**src/logic/riscvPkg.sv**
```systemverilog
package riscvPkg;

    // Memory bus word address width
    localparam int wordAddrWidth = 30;
    // Register file x0..x15 lives in the lowest memory words
    localparam int regCount = 16;
    localparam int regIdxWidth = $clog2(regCount);

    // Low two bits of every uncompressed instruction
    localparam logic [1:0] insn32Tag = 2'b11;
    // funct3 of SRLI/SRAI, the only immediate ops where bit 30 selects the operation
    localparam logic [2:0] funct3ShiftRight = 3'b101;

    // Encoding is funct7 bit 30 on top of funct3
    typedef enum logic [3:0] {
        aluAdd  = 4'b0000,
        aluSub  = 4'b1000,
        aluSll  = 4'b0001,
        aluSlt  = 4'b0010,
        aluSltu = 4'b0011,
        aluXor  = 4'b0100,
        aluSrl  = 4'b0101,
        aluSra  = 4'b1101,
        aluOr   = 4'b0110,
        aluAnd  = 4'b0111
    } aluOpT;

    // Instruction bits 6 to 2
    typedef enum logic [4:0] {
        opcLoad  = 5'b00000,
        opcOpImm = 5'b00100,
        opcStore = 5'b01000,
        opcLui   = 5'b01101,
        // Anything the core skips
        opcOther = 5'b11111
    } opcodeT;

    // Matches funct3 bits 1:0 of loads and stores
    typedef enum logic [1:0] {
        sizeByte = 2'b00,
        sizeHalf = 2'b01,
        sizeWord = 2'b10
    } transferSizeT;

    typedef enum logic [2:0] {
        stFetch,
        stDecode,
        stRegFetch,
        stAlu,
        stDataAccess,
        stRegStore,
        stDone
    } coreStateT;

    typedef struct packed {
        opcodeT                   opcode;
        aluOpT                    aluOp;
        transferSizeT             size;
        logic                     loadSigned;
        logic [regIdxWidth-1:0]   rs1;
        logic [regIdxWidth-1:0]   rs2;
        logic [regIdxWidth-1:0]   rd;
        logic [31:0]              imm;
    } decodedInsnT;

    // Core to memory
    typedef struct packed {
        logic [wordAddrWidth-1:0] address;
        logic [31:0]              writeData;
        logic                     writeEnable;
        logic                     strobe;
    } memRequestT;

    // Memory to core
    typedef struct packed {
        logic [31:0] readData;
        logic        ready;
    } memResponseT;

    // Sequencer to bus master
    typedef struct packed {
        logic [wordAddrWidth-1:0] address;
        logic [31:0]              writeData;
        logic                     writeEnable;
        logic                     issue;
    } busCmdT;

    // Bus master back to sequencer
    typedef struct packed {
        logic        done;
        logic [31:0] readData;
    } busResultT;

endpackage

```
**src/logic/busMaster.sv**
```systemverilog
`timescale 1ns/1ps

module busMaster
    import riscvPkg::*;
(
    input  logic        cpuSignals,
    input  logic        rstN,
    input  busCmdT      busCmd,
    output busResultT   busResult,
    output memRequestT  memRequest,
    input  memResponseT memResponse
);

    // Request held towards memory
    logic [wordAddrWidth-1:0] reqAddr;
    logic [31:0] reqData;
    logic reqWe;
    logic reqStrobe;
    // Completion back to the sequencer
    logic doneQ;
    logic [31:0] readLatch;

    always_ff @(posedge cpuSignals) begin
        if (!rstN) begin
            reqStrobe <= 1'b0;
            reqWe <= 1'b0;
            doneQ <= 1'b0;
        end else begin
            doneQ <= 1'b0;
            if (reqStrobe) begin
                // Wait here as long as the memory needs
                if (memResponse.ready) begin
                    reqStrobe <= 1'b0;
                    reqWe <= 1'b0;
                    doneQ <= 1'b1;
                end
            end else if (busCmd.issue) begin
                reqWe <= busCmd.writeEnable;
                reqStrobe <= 1'b1;
            end
        end
    end

    // Address and data are payload, loaded with the command
    always_ff @(posedge cpuSignals) begin
        if (!reqStrobe && busCmd.issue) begin
            reqAddr <= busCmd.address;
            reqData <= busCmd.writeData;
        end
    end

    // Read data valid only in the ready cycle
    always_ff @(posedge cpuSignals) begin
        if (reqStrobe && memResponse.ready) begin
            readLatch <= memResponse.readData;
        end
    end

    assign memRequest = '{address: reqAddr, writeData: reqData,
                          writeEnable: reqWe, strobe: reqStrobe};
    assign busResult = '{done: doneQ, readData: readLatch};

    // Memory sees a frozen request until it answers
    stableWhileWaiting: assert property (@(posedge cpuSignals) disable iff (!rstN)
        reqStrobe && !memResponse.ready |=>
            reqStrobe && $stable(reqAddr) && $stable(reqData) && $stable(reqWe));

endmodule

```
**src/logic/coreSequencer.sv**
```systemverilog
`timescale 1ns/1ps

module coreSequencer
    import riscvPkg::*;
#(
    parameter int resetPc = 4096,
    parameter int addressSize = 13
) (
    input  logic        cpuSignals,
    input  logic        rstN,
    input  decodedInsnT decoded,
    output logic [31:0] insn,
    output aluOpT       aluOp,
    output logic [31:0] aluX,
    output logic [31:0] aluY,
    input  logic [31:0] aluResult,
    output busCmdT      busCmd,
    input  busResultT   busResult
);

    coreStateT state;
    // PC counts words and wraps inside the implemented space
    logic [addressSize-1:0] pc;
    // A bus request is open
    logic pending;
    // Second register read of SW
    logic fetchRs2;

    logic [31:0] insnReg;
    // Operand registers
    logic [31:0] x;
    logic [31:0] y;
    aluOpT aluOpReg;
    // Value for the next write, register or memory
    logic [31:0] storeData;
    // Data word address and the byte offset inside it
    logic [addressSize-1:0] dataAddr;
    logic [1:0] addrLow;

    logic needBus;
    logic [wordAddrWidth-1:0] cmdAddr;
    logic cmdWe;

    logic [7:0] lane8;
    logic [15:0] lane16;
    logic [31:0] loadValue;

    assign insn = insnReg;
    assign aluOp = aluOpReg;
    assign aluX = x;
    assign aluY = y;

    // Bus command for the current state
    always_comb begin
        needBus = 1'b1;
        cmdAddr = '0;
        cmdWe = 1'b0;
        case (state)
            stFetch:
                cmdAddr = wordAddrWidth'(pc);
            stRegFetch:
                cmdAddr = wordAddrWidth'(fetchRs2 ? decoded.rs2 : decoded.rs1);
            stDataAccess: begin
                cmdAddr = wordAddrWidth'(dataAddr);
                cmdWe = decoded.opcode == opcStore;
            end
            stRegStore: begin
                // Register words sit at their index
                cmdAddr = wordAddrWidth'(decoded.rd);
                cmdWe = 1'b1;
            end
            default:
                needBus = 1'b0;
        endcase
    end

    // Issue once per state, only with no request open
    assign busCmd = '{address: cmdAddr,
                      writeData: cmdWe ? storeData : 32'd0,
                      writeEnable: cmdWe,
                      issue: needBus && !pending};

    // Lane select and extension of loaded data
    always_comb begin
        lane8 = busResult.readData[{addrLow, 3'b000} +: 8];
        lane16 = addrLow[1] ? busResult.readData[31:16] : busResult.readData[15:0];
        case (decoded.size)
            sizeByte:
                loadValue = decoded.loadSigned ? {{24{lane8[7]}}, lane8} : {24'b0, lane8};
            sizeHalf:
                loadValue = decoded.loadSigned ? {{16{lane16[15]}}, lane16} : {16'b0, lane16};
            default:
                loadValue = busResult.readData;
        endcase
    end

    always_ff @(posedge cpuSignals) begin
        if (!rstN) begin
            state <= stFetch;
            pc <= addressSize'(resetPc >> 2);
            pending <= 1'b0;
            fetchRs2 <= 1'b0;
        end else begin
            if (busCmd.issue) begin
                pending <= 1'b1;
            end else if (busResult.done) begin
                pending <= 1'b0;
            end

            case (state)
                stFetch: begin
                    if (busResult.done) begin
                        insnReg <= busResult.readData;
                        pc <= pc + 1'b1;
                        state <= stDecode;
                    end
                end

                stDecode: begin
                    case (decoded.opcode)
                        opcOpImm, opcLoad, opcStore:
                            state <= stRegFetch;
                        // LUI goes straight to the write
                        opcLui: begin
                            storeData <= decoded.imm;
                            state <= stRegStore;
                        end
                        // Unknown opcode is skipped
                        default:
                            state <= stDone;
                    endcase
                end

                stRegFetch: begin
                    if (busResult.done) begin
                        if (fetchRs2) begin
                            // rs2 is the SW data
                            storeData <= busResult.readData;
                            state <= stDataAccess;
                        end else begin
                            x <= busResult.readData;
                            y <= decoded.imm;
                            aluOpReg <= decoded.aluOp;
                            state <= stAlu;
                        end
                    end
                end

                stAlu: begin
                    if (decoded.opcode == opcOpImm) begin
                        storeData <= aluResult;
                        state <= stRegStore;
                    end else begin
                        // Effective address from rs1 plus offset
                        dataAddr <= aluResult[addressSize+1:2];
                        addrLow <= aluResult[1:0];
                        if (decoded.opcode == opcStore) begin
                            fetchRs2 <= 1'b1;
                            state <= stRegFetch;
                        end else begin
                            state <= stDataAccess;
                        end
                    end
                end

                stDataAccess: begin
                    if (busResult.done) begin
                        if (decoded.opcode == opcStore) begin
                            state <= stDone;
                        end else begin
                            storeData <= loadValue;
                            state <= stRegStore;
                        end
                    end
                end

                stRegStore: begin
                    if (busResult.done) begin
                        state <= stDone;
                    end
                end

                stDone: begin
                    fetchRs2 <= 1'b0;
                    state <= stFetch;
                end

                default:
                    state <= stFetch;
            endcase
        end
    end

    legalState: assert property (@(posedge cpuSignals) disable iff (!rstN)
        state inside {stFetch, stDecode, stRegFetch, stAlu, stDataAccess, stRegStore, stDone});

    // One request in flight, the next issue waits for done
    singleIssue: assert property (@(posedge cpuSignals) disable iff (!rstN)
        busCmd.issue |=> (!busCmd.issue throughout busResult.done[->1]));

endmodule

```
**src/logic/insnDecoder.sv**
```systemverilog
`timescale 1ns/1ps

module insnDecoder
    import riscvPkg::*;
(
    input  logic [31:0] insn,
    output decodedInsnT decoded
);

    logic [4:0] major;
    logic [2:0] funct3;
    logic loadOk;
    logic storeOk;
    opcodeT opcode;
    logic [31:0] imm;
    aluOpT aluOp;

    assign major = insn[6:2];
    assign funct3 = insn[14:12];

    // LB, LH, LW, LBU, LHU only
    assign loadOk = (funct3[1:0] != 2'b11) && !(funct3[2] && funct3[1]);
    // Only full word stores are kept
    assign storeOk = funct3 == 3'b010;

    // Opcode class
    always_comb begin
        opcode = opcOther;
        // Compressed encodings fall through as unknown
        if (insn[1:0] == insn32Tag) begin
            case (major)
                opcOpImm: opcode = opcOpImm;
                opcLui:   opcode = opcLui;
                opcLoad:  opcode = loadOk ? opcLoad : opcOther;
                opcStore: opcode = storeOk ? opcStore : opcOther;
                default:  opcode = opcOther;
            endcase
        end
    end

    // Immediate by format
    always_comb begin
        case (opcode)
            // I-type
            opcOpImm, opcLoad: imm = {{20{insn[31]}}, insn[31:20]};
            // U-type, low twelve bits clear
            opcLui:   imm = {insn[31:12], 12'b0};
            // S-type, split offset
            opcStore: imm = {{20{insn[31]}}, insn[31:25], insn[11:7]};
            default:  imm = '0;
        endcase
    end

    // Bit 30 is immediate data except for the right shifts
    always_comb begin
        if (opcode == opcOpImm) begin
            aluOp = aluOpT'({(funct3 == funct3ShiftRight) && insn[30], funct3});
        end else begin
            // Address computation for loads and stores
            aluOp = aluAdd;
        end
    end

    always_comb begin
        decoded.opcode = opcode;
        decoded.aluOp = aluOp;
        decoded.size = transferSizeT'(funct3[1:0]);
        // funct3 bit 2 marks the unsigned loads
        decoded.loadSigned = !funct3[2];
        // Register indices only need four bits, memory holds x0..x15
        decoded.rs1 = insn[18:15];
        decoded.rs2 = insn[23:20];
        decoded.rd = insn[10:7];
        decoded.imm = imm;
    end

endmodule

```
**src/logic/riscvAlu.sv**
```systemverilog
`timescale 1ns/1ps

module riscvAlu
    import riscvPkg::*;
(
    input  aluOpT       op,
    input  logic [31:0] x,
    input  logic [31:0] y,
    output logic [31:0] result
);

    // Shift amount is the low five bits only
    logic [4:0] shamt;

    assign shamt = y[4:0];

    always_comb begin
        case (op)
            aluAdd:
                result = x + y;
            aluSub:
                result = x - y;
            aluAnd:
                result = x & y;
            aluOr:
                result = x | y;
            aluXor:
                result = x ^ y;
            aluSll:
                result = x << shamt;
            aluSrl:
                result = x >> shamt;
            // Arithmetic shift keeps the sign
            aluSra:
                result = $unsigned($signed(x) >>> shamt);
            aluSlt:
                result = ($signed(x) < $signed(y)) ? 32'd1 : 32'd0;
            aluSltu:
                result = (x < y) ? 32'd1 : 32'd0;
            default:
                result = '0;
        endcase
    end

endmodule

```
**src/logic/riscvCore.sv**
```systemverilog
`timescale 1ns/1ps

module riscvCore
    import riscvPkg::*;
#(
    // Byte address of the first instruction
    parameter int resetPc = 4096,
    // Implemented word address bits
    parameter int addressSize = 13
) (
    input  logic        cpuSignals,
    input  logic        rstN,
    output memRequestT  memRequest,
    input  memResponseT memResponse
);

    logic [31:0] insn;
    decodedInsnT decoded;

    aluOpT aluOp;
    logic [31:0] aluX;
    logic [31:0] aluY;
    logic [31:0] aluResult;

    busCmdT busCmd;
    busResultT busResult;

    // Combinational decode of the instruction register
    insnDecoder decoder (
        .insn    (insn),
        .decoded (decoded)
    );

    coreSequencer #(
        .resetPc     (resetPc),
        .addressSize (addressSize)
    ) sequencer (
        .cpuSignals (cpuSignals),
        .rstN       (rstN),
        .decoded    (decoded),
        .insn       (insn),
        .aluOp      (aluOp),
        .aluX       (aluX),
        .aluY       (aluY),
        .aluResult  (aluResult),
        .busCmd     (busCmd),
        .busResult  (busResult)
    );

    riscvAlu alu (
        .op     (aluOp),
        .x      (aluX),
        .y      (aluY),
        .result (aluResult)
    );

    // Only block that touches the memory bus
    busMaster master (
        .cpuSignals  (cpuSignals),
        .rstN        (rstN),
        .busCmd      (busCmd),
        .busResult   (busResult),
        .memRequest  (memRequest),
        .memResponse (memResponse)
    );

endmodule

```
**config.mk**
```make
export PLATFORM = sky130hd
export DESIGN_NAME = riscvCore
export DESIGN_NICKNAME = d
export VERILOG_FILES = /design/src/logic/riscvPkg.sv /design/src/logic/busMaster.sv /design/src/logic/coreSequencer.sv /design/src/logic/insnDecoder.sv /design/src/logic/riscvAlu.sv /design/src/logic/riscvCore.sv
export SDC_FILE = /design/constraint.sdc
export NUM_CORES = 1
export LEC_CHECK = 0
export BUFFER_PORTS_ARGS = -buffer_cell sky130_fd_sc_hd__clkbuf_2
export CORE_MARGIN = 1.5
export CORE_UTILIZATION = 57
export DETAILED_ROUTE_END_ITERATION = 7
export PLACE_DENSITY_LB_ADDON = 0.05
export SYNTH_ARGS = -nofsm -noshare
export SYNTH_HDL_FRONTEND = slang
export SYNTH_SLANG_ARGS = --single-unit
```
**constraint.sdc**
```tcl
create_clock -name cpuSignals -period 8.4 [get_ports cpuSignals]
set_input_delay 0.84 -clock cpuSignals [delete_from_list [all_inputs] [get_ports cpuSignals]]
set_output_delay 0.84 -clock cpuSignals [all_outputs]
set_load 0.05 [all_outputs]
```
==> reports/qor.txt, run 1 <==
status = finished clean
DR iter-0 viols = 2915
Hold WC Path Type = in -> reg
TritonCTS clock tree = built
Commonest cells post-synth = 257 x nor2_1, 224 x edfxtp_1, 167 x a21oi_1, 137 x nand2_1, 117 x o21ai_0
WL final = 72970 um
VDD IR max = 0.0002135 V
Fmax = 0.1950 GHz
Hold Violations, Final = 0
core area = 0.03262 mm^2
Final setup viols = 0
reg-to-reg slack, setup = 3270 ps
vias = 17474
Syn Std Cell Area = 0.01890 mm^2
Ports = 99
die width = 185.1 um
overall routing resource usage = 42.37%
period utilization = 61.06%
max_slew headroom = 22.19%
top post-synthesis cells by area = edfxtp_1 36%, mux4_2 6.8%, ha_1 6.6%, nor2_1 5.1%, a21oi_1 4.4%
leak pwr = 7.808 nW
GPL Wtd Cong = 1.001
Cells after Synth = 2024
Worst Setup Path Type = reg -> reg
Sink Count = 245
Crit. End Element = flop
sequential cell area = 0.007147 mm^2
Reg-to-Reg Start = sequencer.aluY[1]$_DFFE_PP_
PostCTS Resize Cnt = 0
RSZ-0062 raised after global routing = no
hold worst-path end = master.readLatch[20]$_DFFE_PP_
sequential share of the synthesized area = 37.82%
share of cells above drive strength 1 = 12.35%
initial antenna violation count = 3
post-DP HPWL = 54420 um
Worst R2R Path Depth = 12
post-DR wirelength/cell = 29.29 um
most common cell in the synthesized netlist = nor2_1
Worst EP arrival = 5480 ps
Starting Density = 57.93%
post-placement cell area = 0.01948 mm^2
Max Cap Viol = 0
first-pass GRT wire length = 104400 um
ys flop type = edfxtp_1
CTS Hold Bufs = 0
Post-synth EDFFs = 224
Final min period = 5129 ps
# H-tree levels = 1
Hold Crit Depth = 1
post-synth top area share = 35.60%
YS warnings = 0
worst hold start = memResponse[21]
DRT antenna net count = 0
worst skew pair latency = 590 ps
Worst Setup Start Kind = flop
Layout Nets = 2165
Area Overhead vs Synth = 7.773%
worst clock skew = 33.78 ps
Overflow after GRT = 0
syn_area_per_cell = 9.336 um^2
Req. time, crit path = 8750 ps
Post-CTS Setup Inserts = 0
number of remaining DRC errors = 0
Core Rows = 66
CTS Buffer Depth = 3
critical path peak fanout = 68
post-synth top area cell = edfxtp_1
ys async rst share = 0%
final instance area = 0.02037 mm^2
Root Driver = clkbuf_16
die height = 185.1 um
port buffer count = 81
Fill cells = 2783
Worst-Margin Slew = 1163 ps
vias in the first global route = 15551
post-layout util = 62.44%
drt pass-1 iters = 8
pwr/cell area = 137.3 mW/mm^2
setup_tns = 0 ps
Reg-to-Reg End = sequencer.storeData[25]$_DFFE_PP_
Via density = 7.015
clock transition at the registers of the reported paths = 70 ps
Slew Viols, Final = 0
TritonCTS buffer count = 27
Die ar. = 0.03425 mm^2
Seq cells post-synth = 245
Netlist cell types = 94
Multi-input gate area = 0.01073 mm^2
pin count of the biggest net entering global routing = 72
==> routing by layer <==
metal | GRT usage, % | vias up | routed length, um
met5 | 0 | - | 0
met4 | 23.35 | 0 | 4912
met2 | 64.74 | 1324 | 32320
met3 | 10.11 | 275 | 8714
li1 | - | 7497 | -
met1 | 55.53 | 8378 | 27030
==> cells by family after synthesis <==
kind of cell | after synthesis | share of synthesized area (%)
other cells | 1 | 0.01984
simple gates | 636 | 15.75
xor+xnor | 37 | 1.715
fa+ha+maj | 102 | 6.833
mux | 124 | 10.42
buf+inv | 259 | 5.833
flops | 245 | 37.82
compound gates | 620 | 21.61
==> where the power goes <==
part | total, mW | internal (mW) | switching (mW)
Sequential | 1.39 | 1.36 | 0.0268
Combinational | 0.204 | 0.0479 | 0.156
Clock | 1.21 | 0.684 | 0.523
Total | 2.80 | 2.09 | 0.706
==> critical path, stage by stage (launching register included) <==
cell	delay (ps)
edfxtp_1	330
buf_4	680
clkinv_1	840
ha_1	560
o21ba_2	230
or4_1	470
a21boi_1	360
o2111ai_1	280
nand3_1	330
or3_1	160
a21oi_1	60
a211o_1	300
a2bb2o_1	240
==> stage by stage <==
| step | total power [mW] | setup WS [ps] | hold WS [ps] | cells |
|---|---|---|---|---|
| floorplan | 1.551 | 272.6 | 445.3 | 2040 |
| global placement | 1.607 | 3438 | 477.5 | 2441 |
| detailed placement | 1.611 | 3342 | 508.2 | 2441 |
| CTS | 2.796 | 3365 | 418.1 | 2490 |
| global route | 2.855 | 3039 | 424.6 | 2490 |
| finish | 2.796 | 3271 | 431.5 | 2491 |
==> cell type report <==
type	instances	area share [%]
clock buffer	34	3.594
tap	442	2.715
antenna	1	0.01229
clock inverter	15	0.7618
multi-input combinational	1536	52.68
inverter	103	1.898
timing repair buffer	115	3.244
sequential	245	35.09
==> cells in the final DEF, fill, tap and decap left out, drive strengths merged, types with 7 or more instances in the layout <==
cell / count
mux2i: 55
a22oi: 12
o21bai: 13
nor2: 258
nand4: 11
a221oi: 27
a31oi: 21
o21a: 7
o21ai: 137
nor4: 8
nand2b: 14
nand3: 27
o22ai: 24
clkbuf: 115
conb: 17
o221ai: 7
mux2: 12
inv: 105
nor2b: 28
buf: 34
mux4: 57
a21boi: 10
a221o: 17
a21oi: 168
and2: 58
and3: 14
o211ai: 12
o31ai: 10
nor3: 41
or3: 17
ha: 100
xnor2: 30
edfxtp: 224
xor2: 7
nand2: 137
a21o: 49
clkinv: 11
dfxtp: 21
a211oi: 37
==> state kept, by name, summed over array words and instances, names as in the netlist <==
register             count
master.doneQ             1
master.readLatch        32
master.reqAddr          13
master.reqData          32
master.reqStrobe         1
master.reqWe             1
sequencer.addrLow        2
sequencer.aluOp          4
sequencer.aluX          32
sequencer.aluY          32
sequencer.dataAddr      13
sequencer.fetchRs2       1
sequencer.insn          32
sequencer.pc            13
sequencer.pending        1
sequencer.state          3
sequencer.storeData     32
==> worst max path at each step <==
stage                                     from                                 to  slack, ps
2_1_floorplan  sequencer.state[1]$_SDFFE_PN0P_   sequencer.aluOp[0]$_SDFFCE_PN0P_        270
3_3_place_gp       sequencer.aluY[1]$_DFFE_PP_  sequencer.storeData[29]$_DFFE_PP_       3440
3_5_place_dp       sequencer.aluY[1]$_DFFE_PP_  sequencer.storeData[25]$_DFFE_PP_       3340
4_1_cts            sequencer.aluY[1]$_DFFE_PP_  sequencer.storeData[25]$_DFFE_PP_       3360
5_1_grt            sequencer.aluY[1]$_DFFE_PP_  sequencer.storeData[29]$_DFFE_PP_       3040
6_report           sequencer.aluY[1]$_DFFE_PP_  sequencer.storeData[25]$_DFFE_PP_       3270
Power figures use the tool's default switching activity.
==> run 2: changes to the inputs <==
--- a/config.mk
+++ b/config.mk
@@ -7,7 +7,7 @@
 export LEC_CHECK = 0
 export BUFFER_PORTS_ARGS = -buffer_cell sky130_fd_sc_hd__clkbuf_2
 export CORE_MARGIN = 1.5
-export CORE_UTILIZATION = 57
+export CORE_UTILIZATION = 60
 export DETAILED_ROUTE_END_ITERATION = 7
 export PLACE_DENSITY_LB_ADDON = 0.05
 export SYNTH_ARGS = -nofsm -noshare
==> constraint.sdc (replaced) <==
create_clock -name cpuSignals -period 4.92 [get_ports cpuSignals]
set_input_delay 0.492 -clock cpuSignals [delete_from_list [all_inputs] [get_ports cpuSignals]]
set_output_delay 0.492 -clock cpuSignals [all_outputs]
set_load 0.05 [all_outputs]
==> run 2 against run 1 <==
Against the previous run:
- sequential power rose by 71%
- non-clock buffer count rose by 16
- clock power rose by 82%
- worst setup slack got worse by 2500 ps
- sequential share of layout area fell by 0.29 points
- first-iteration DRC count rose by 7.2%
- hold slack got worse by 340 ps
- core utilization rose by 4.2 points
- die area fell by 4.9%
- critical endpoint is now sequencer.storeData[0]$_DFFE_PP_
- largest power group unchanged
- highest routed layer is now met5
==> reports/qor.txt, run 2 (same netlist as run 1, synthesis figures left out) <==
status = finished clean
Worst Setup Path Type = reg -> reg
Layout Nets = 2181
Hold Violations, Final = 0
Fmax = 0.2438 GHz
Final min period = 4102 ps
core area = 0.03083 mm^2
Starting Density = 61.29%
Ports = 99
GPL Wtd Cong = 1.081
PostCTS Resize Cnt = 0
max_slew headroom = 28.09%
vias = 17705
Sink Count = 245
pin count of the biggest net entering global routing = 74
most frequent cells in the layout = 257 x nor2_1, 224 x edfxtp_1, 167 x a21oi_1
setup_tns = 0 ps
number of remaining DRC errors = 0
Worst EP arrival = 4490 ps
DR iter-0 viols = 3126
leak pwr = 7.915 nW
die height = 180.5 um
critical path peak fanout = 73
overall routing resource usage = 43.76%
post-DR wirelength/cell = 29.33 um
post-layout util = 66.62%
Root Driver = clkbuf_16
Slew Viols, Final = 0
vias in the first global route = 16249
cells along the critical path = buf_12 -> ha_1 -> fa_1 -> o21bai_1 -> a211o_1 -> a2111oi_4 -> nor3_1 -> o2111ai_1 -> a21oi_1 -> o21ai_1 -> nand2_1 -> a21oi_1
Overflow after GRT = 0
Crit. End Element = flop
commonest non-fill, non-tap cell in the layout = nor2_1
Req. time, crit path = 5310 ps
drt pass-1 iters = 8
Worst Setup Start Kind = flop
TritonCTS clock tree = built
# H-tree levels = 1
share of cells above drive strength 1 = 13.22%
Final setup viols = 0
Core Rows = 64
VDD IR max = 0.0003550 V
RSZ-0062 raised after global routing = no
initial antenna violation count = 3
Die ar. = 0.03257 mm^2
WL final = 72240 um
cell mode on critical path = a21oi_1
Fill cells = 2467
clock transition at the registers of the reported paths = 70 ps
post-DP HPWL = 54050 um
DRT antenna net count = 0
Worst-Margin Slew = 1067 ps
CTS Hold Bufs = 0
Max Cap Viol = 0
worst clock skew = 18.02 ps
first-pass GRT wire length = 105400 um
Area Overhead vs Synth = 8.680%
Post-CTS Setup Inserts = 0
Hold WC Path Type = in -> reg
Critical-path top delay cell = a2111oi_4
period utilization = 83.38%
pwr/cell area = 239.4 mW/mm^2
CP peak stage delay = 600 ps
Via density = 7.188
CTS Buffer Depth = 3
port buffer count = 81
die width = 180.5 um
TritonCTS buffer count = 27
worst skew pair latency = 580 ps
## run 2: cell count changes in the layout (fill, tap and decap cells not counted), moves of 2 or more
cell / previous run / this run
buf_12: 0 / 2
buf_4: 34 / 48
bufinv_16: 2 / 4
clkinv_1: 4 / 2
clkinvlp_4: 0 / 2
## run 2: final cells by class
class | count | area [um^2] | share of cell area (%)
clock buffers | 32 | 714.4 | 3.479
repair buffers | 131 | 805.8 | 3.923
diodes | 2 | 5.005 | 0.02437
clock inverters | 18 | 245.2 | 1.194
flip-flops and latches | 245 | 7147 | 34.80
well taps | 396 | 495.5 | 2.413
multi-input cells | 1536 | 10740 | 52.28
inverters | 103 | 386.6 | 1.883
## run 2: worst paths after layout
kind                                 endpoint                         startpoint  slack [ps]  cells past startpoint
max          sequencer.storeData[0]$_DFFE_PP_        sequencer.aluY[0]$_DFFE_PP_         820                     12
min            master.readLatch[24]$_DFFE_PP_                    memResponse[25]         100                      1
max reg2reg  sequencer.storeData[0]$_DFFE_PP_        sequencer.aluY[0]$_DFFE_PP_         820                     12
min reg2reg  master.reqData[25]$_SDFFCE_PN0P_  sequencer.storeData[25]$_DFFE_PP_         510                      1
## run 2: power breakdown
group	internal (mW)	leakage, nW	switching [mW]	total, mW
combinational	0.0826	5.14	0.265	0.348
sequential	2.32	2.31	0.0501	2.37
clock	1.27	0.465	0.927	2.20
## run 2: routing by layer
layer	global-route usage, %	vias to the layer above	wire length (um)
met5	0	-	32
met4	28.81	2	5607
met3	10.59	298	9712
met2	65.21	1457	30840
met1	57.09	8426	26040
li1	-	7522	-
## run 2: per-stage QoR
stage	total power [mW]	setup slack [ps]	hold slack, ps	instances	area (um^2)
floorplan	2.649	277.4	445.3	2040	18970
global placement	2.746	1010	478.2	2411	19570
detailed placement	2.753	923.8	502.2	2411	19570
CTS	4.910	896.0	92.47	2461	20530
global route	5.007	678.0	89.73	2461	20530
finish	4.916	817.6	95.53	2463	20540
## run 2: critical path, delay by kind of cell (launching register included)
family	cells	cell delay, ps
AOI/OAI and AO/OA	7	2260
adders and majority gates	2	480
DFF	1	410
buffers and inverters	1	410
and+or+nand+nor	2	330
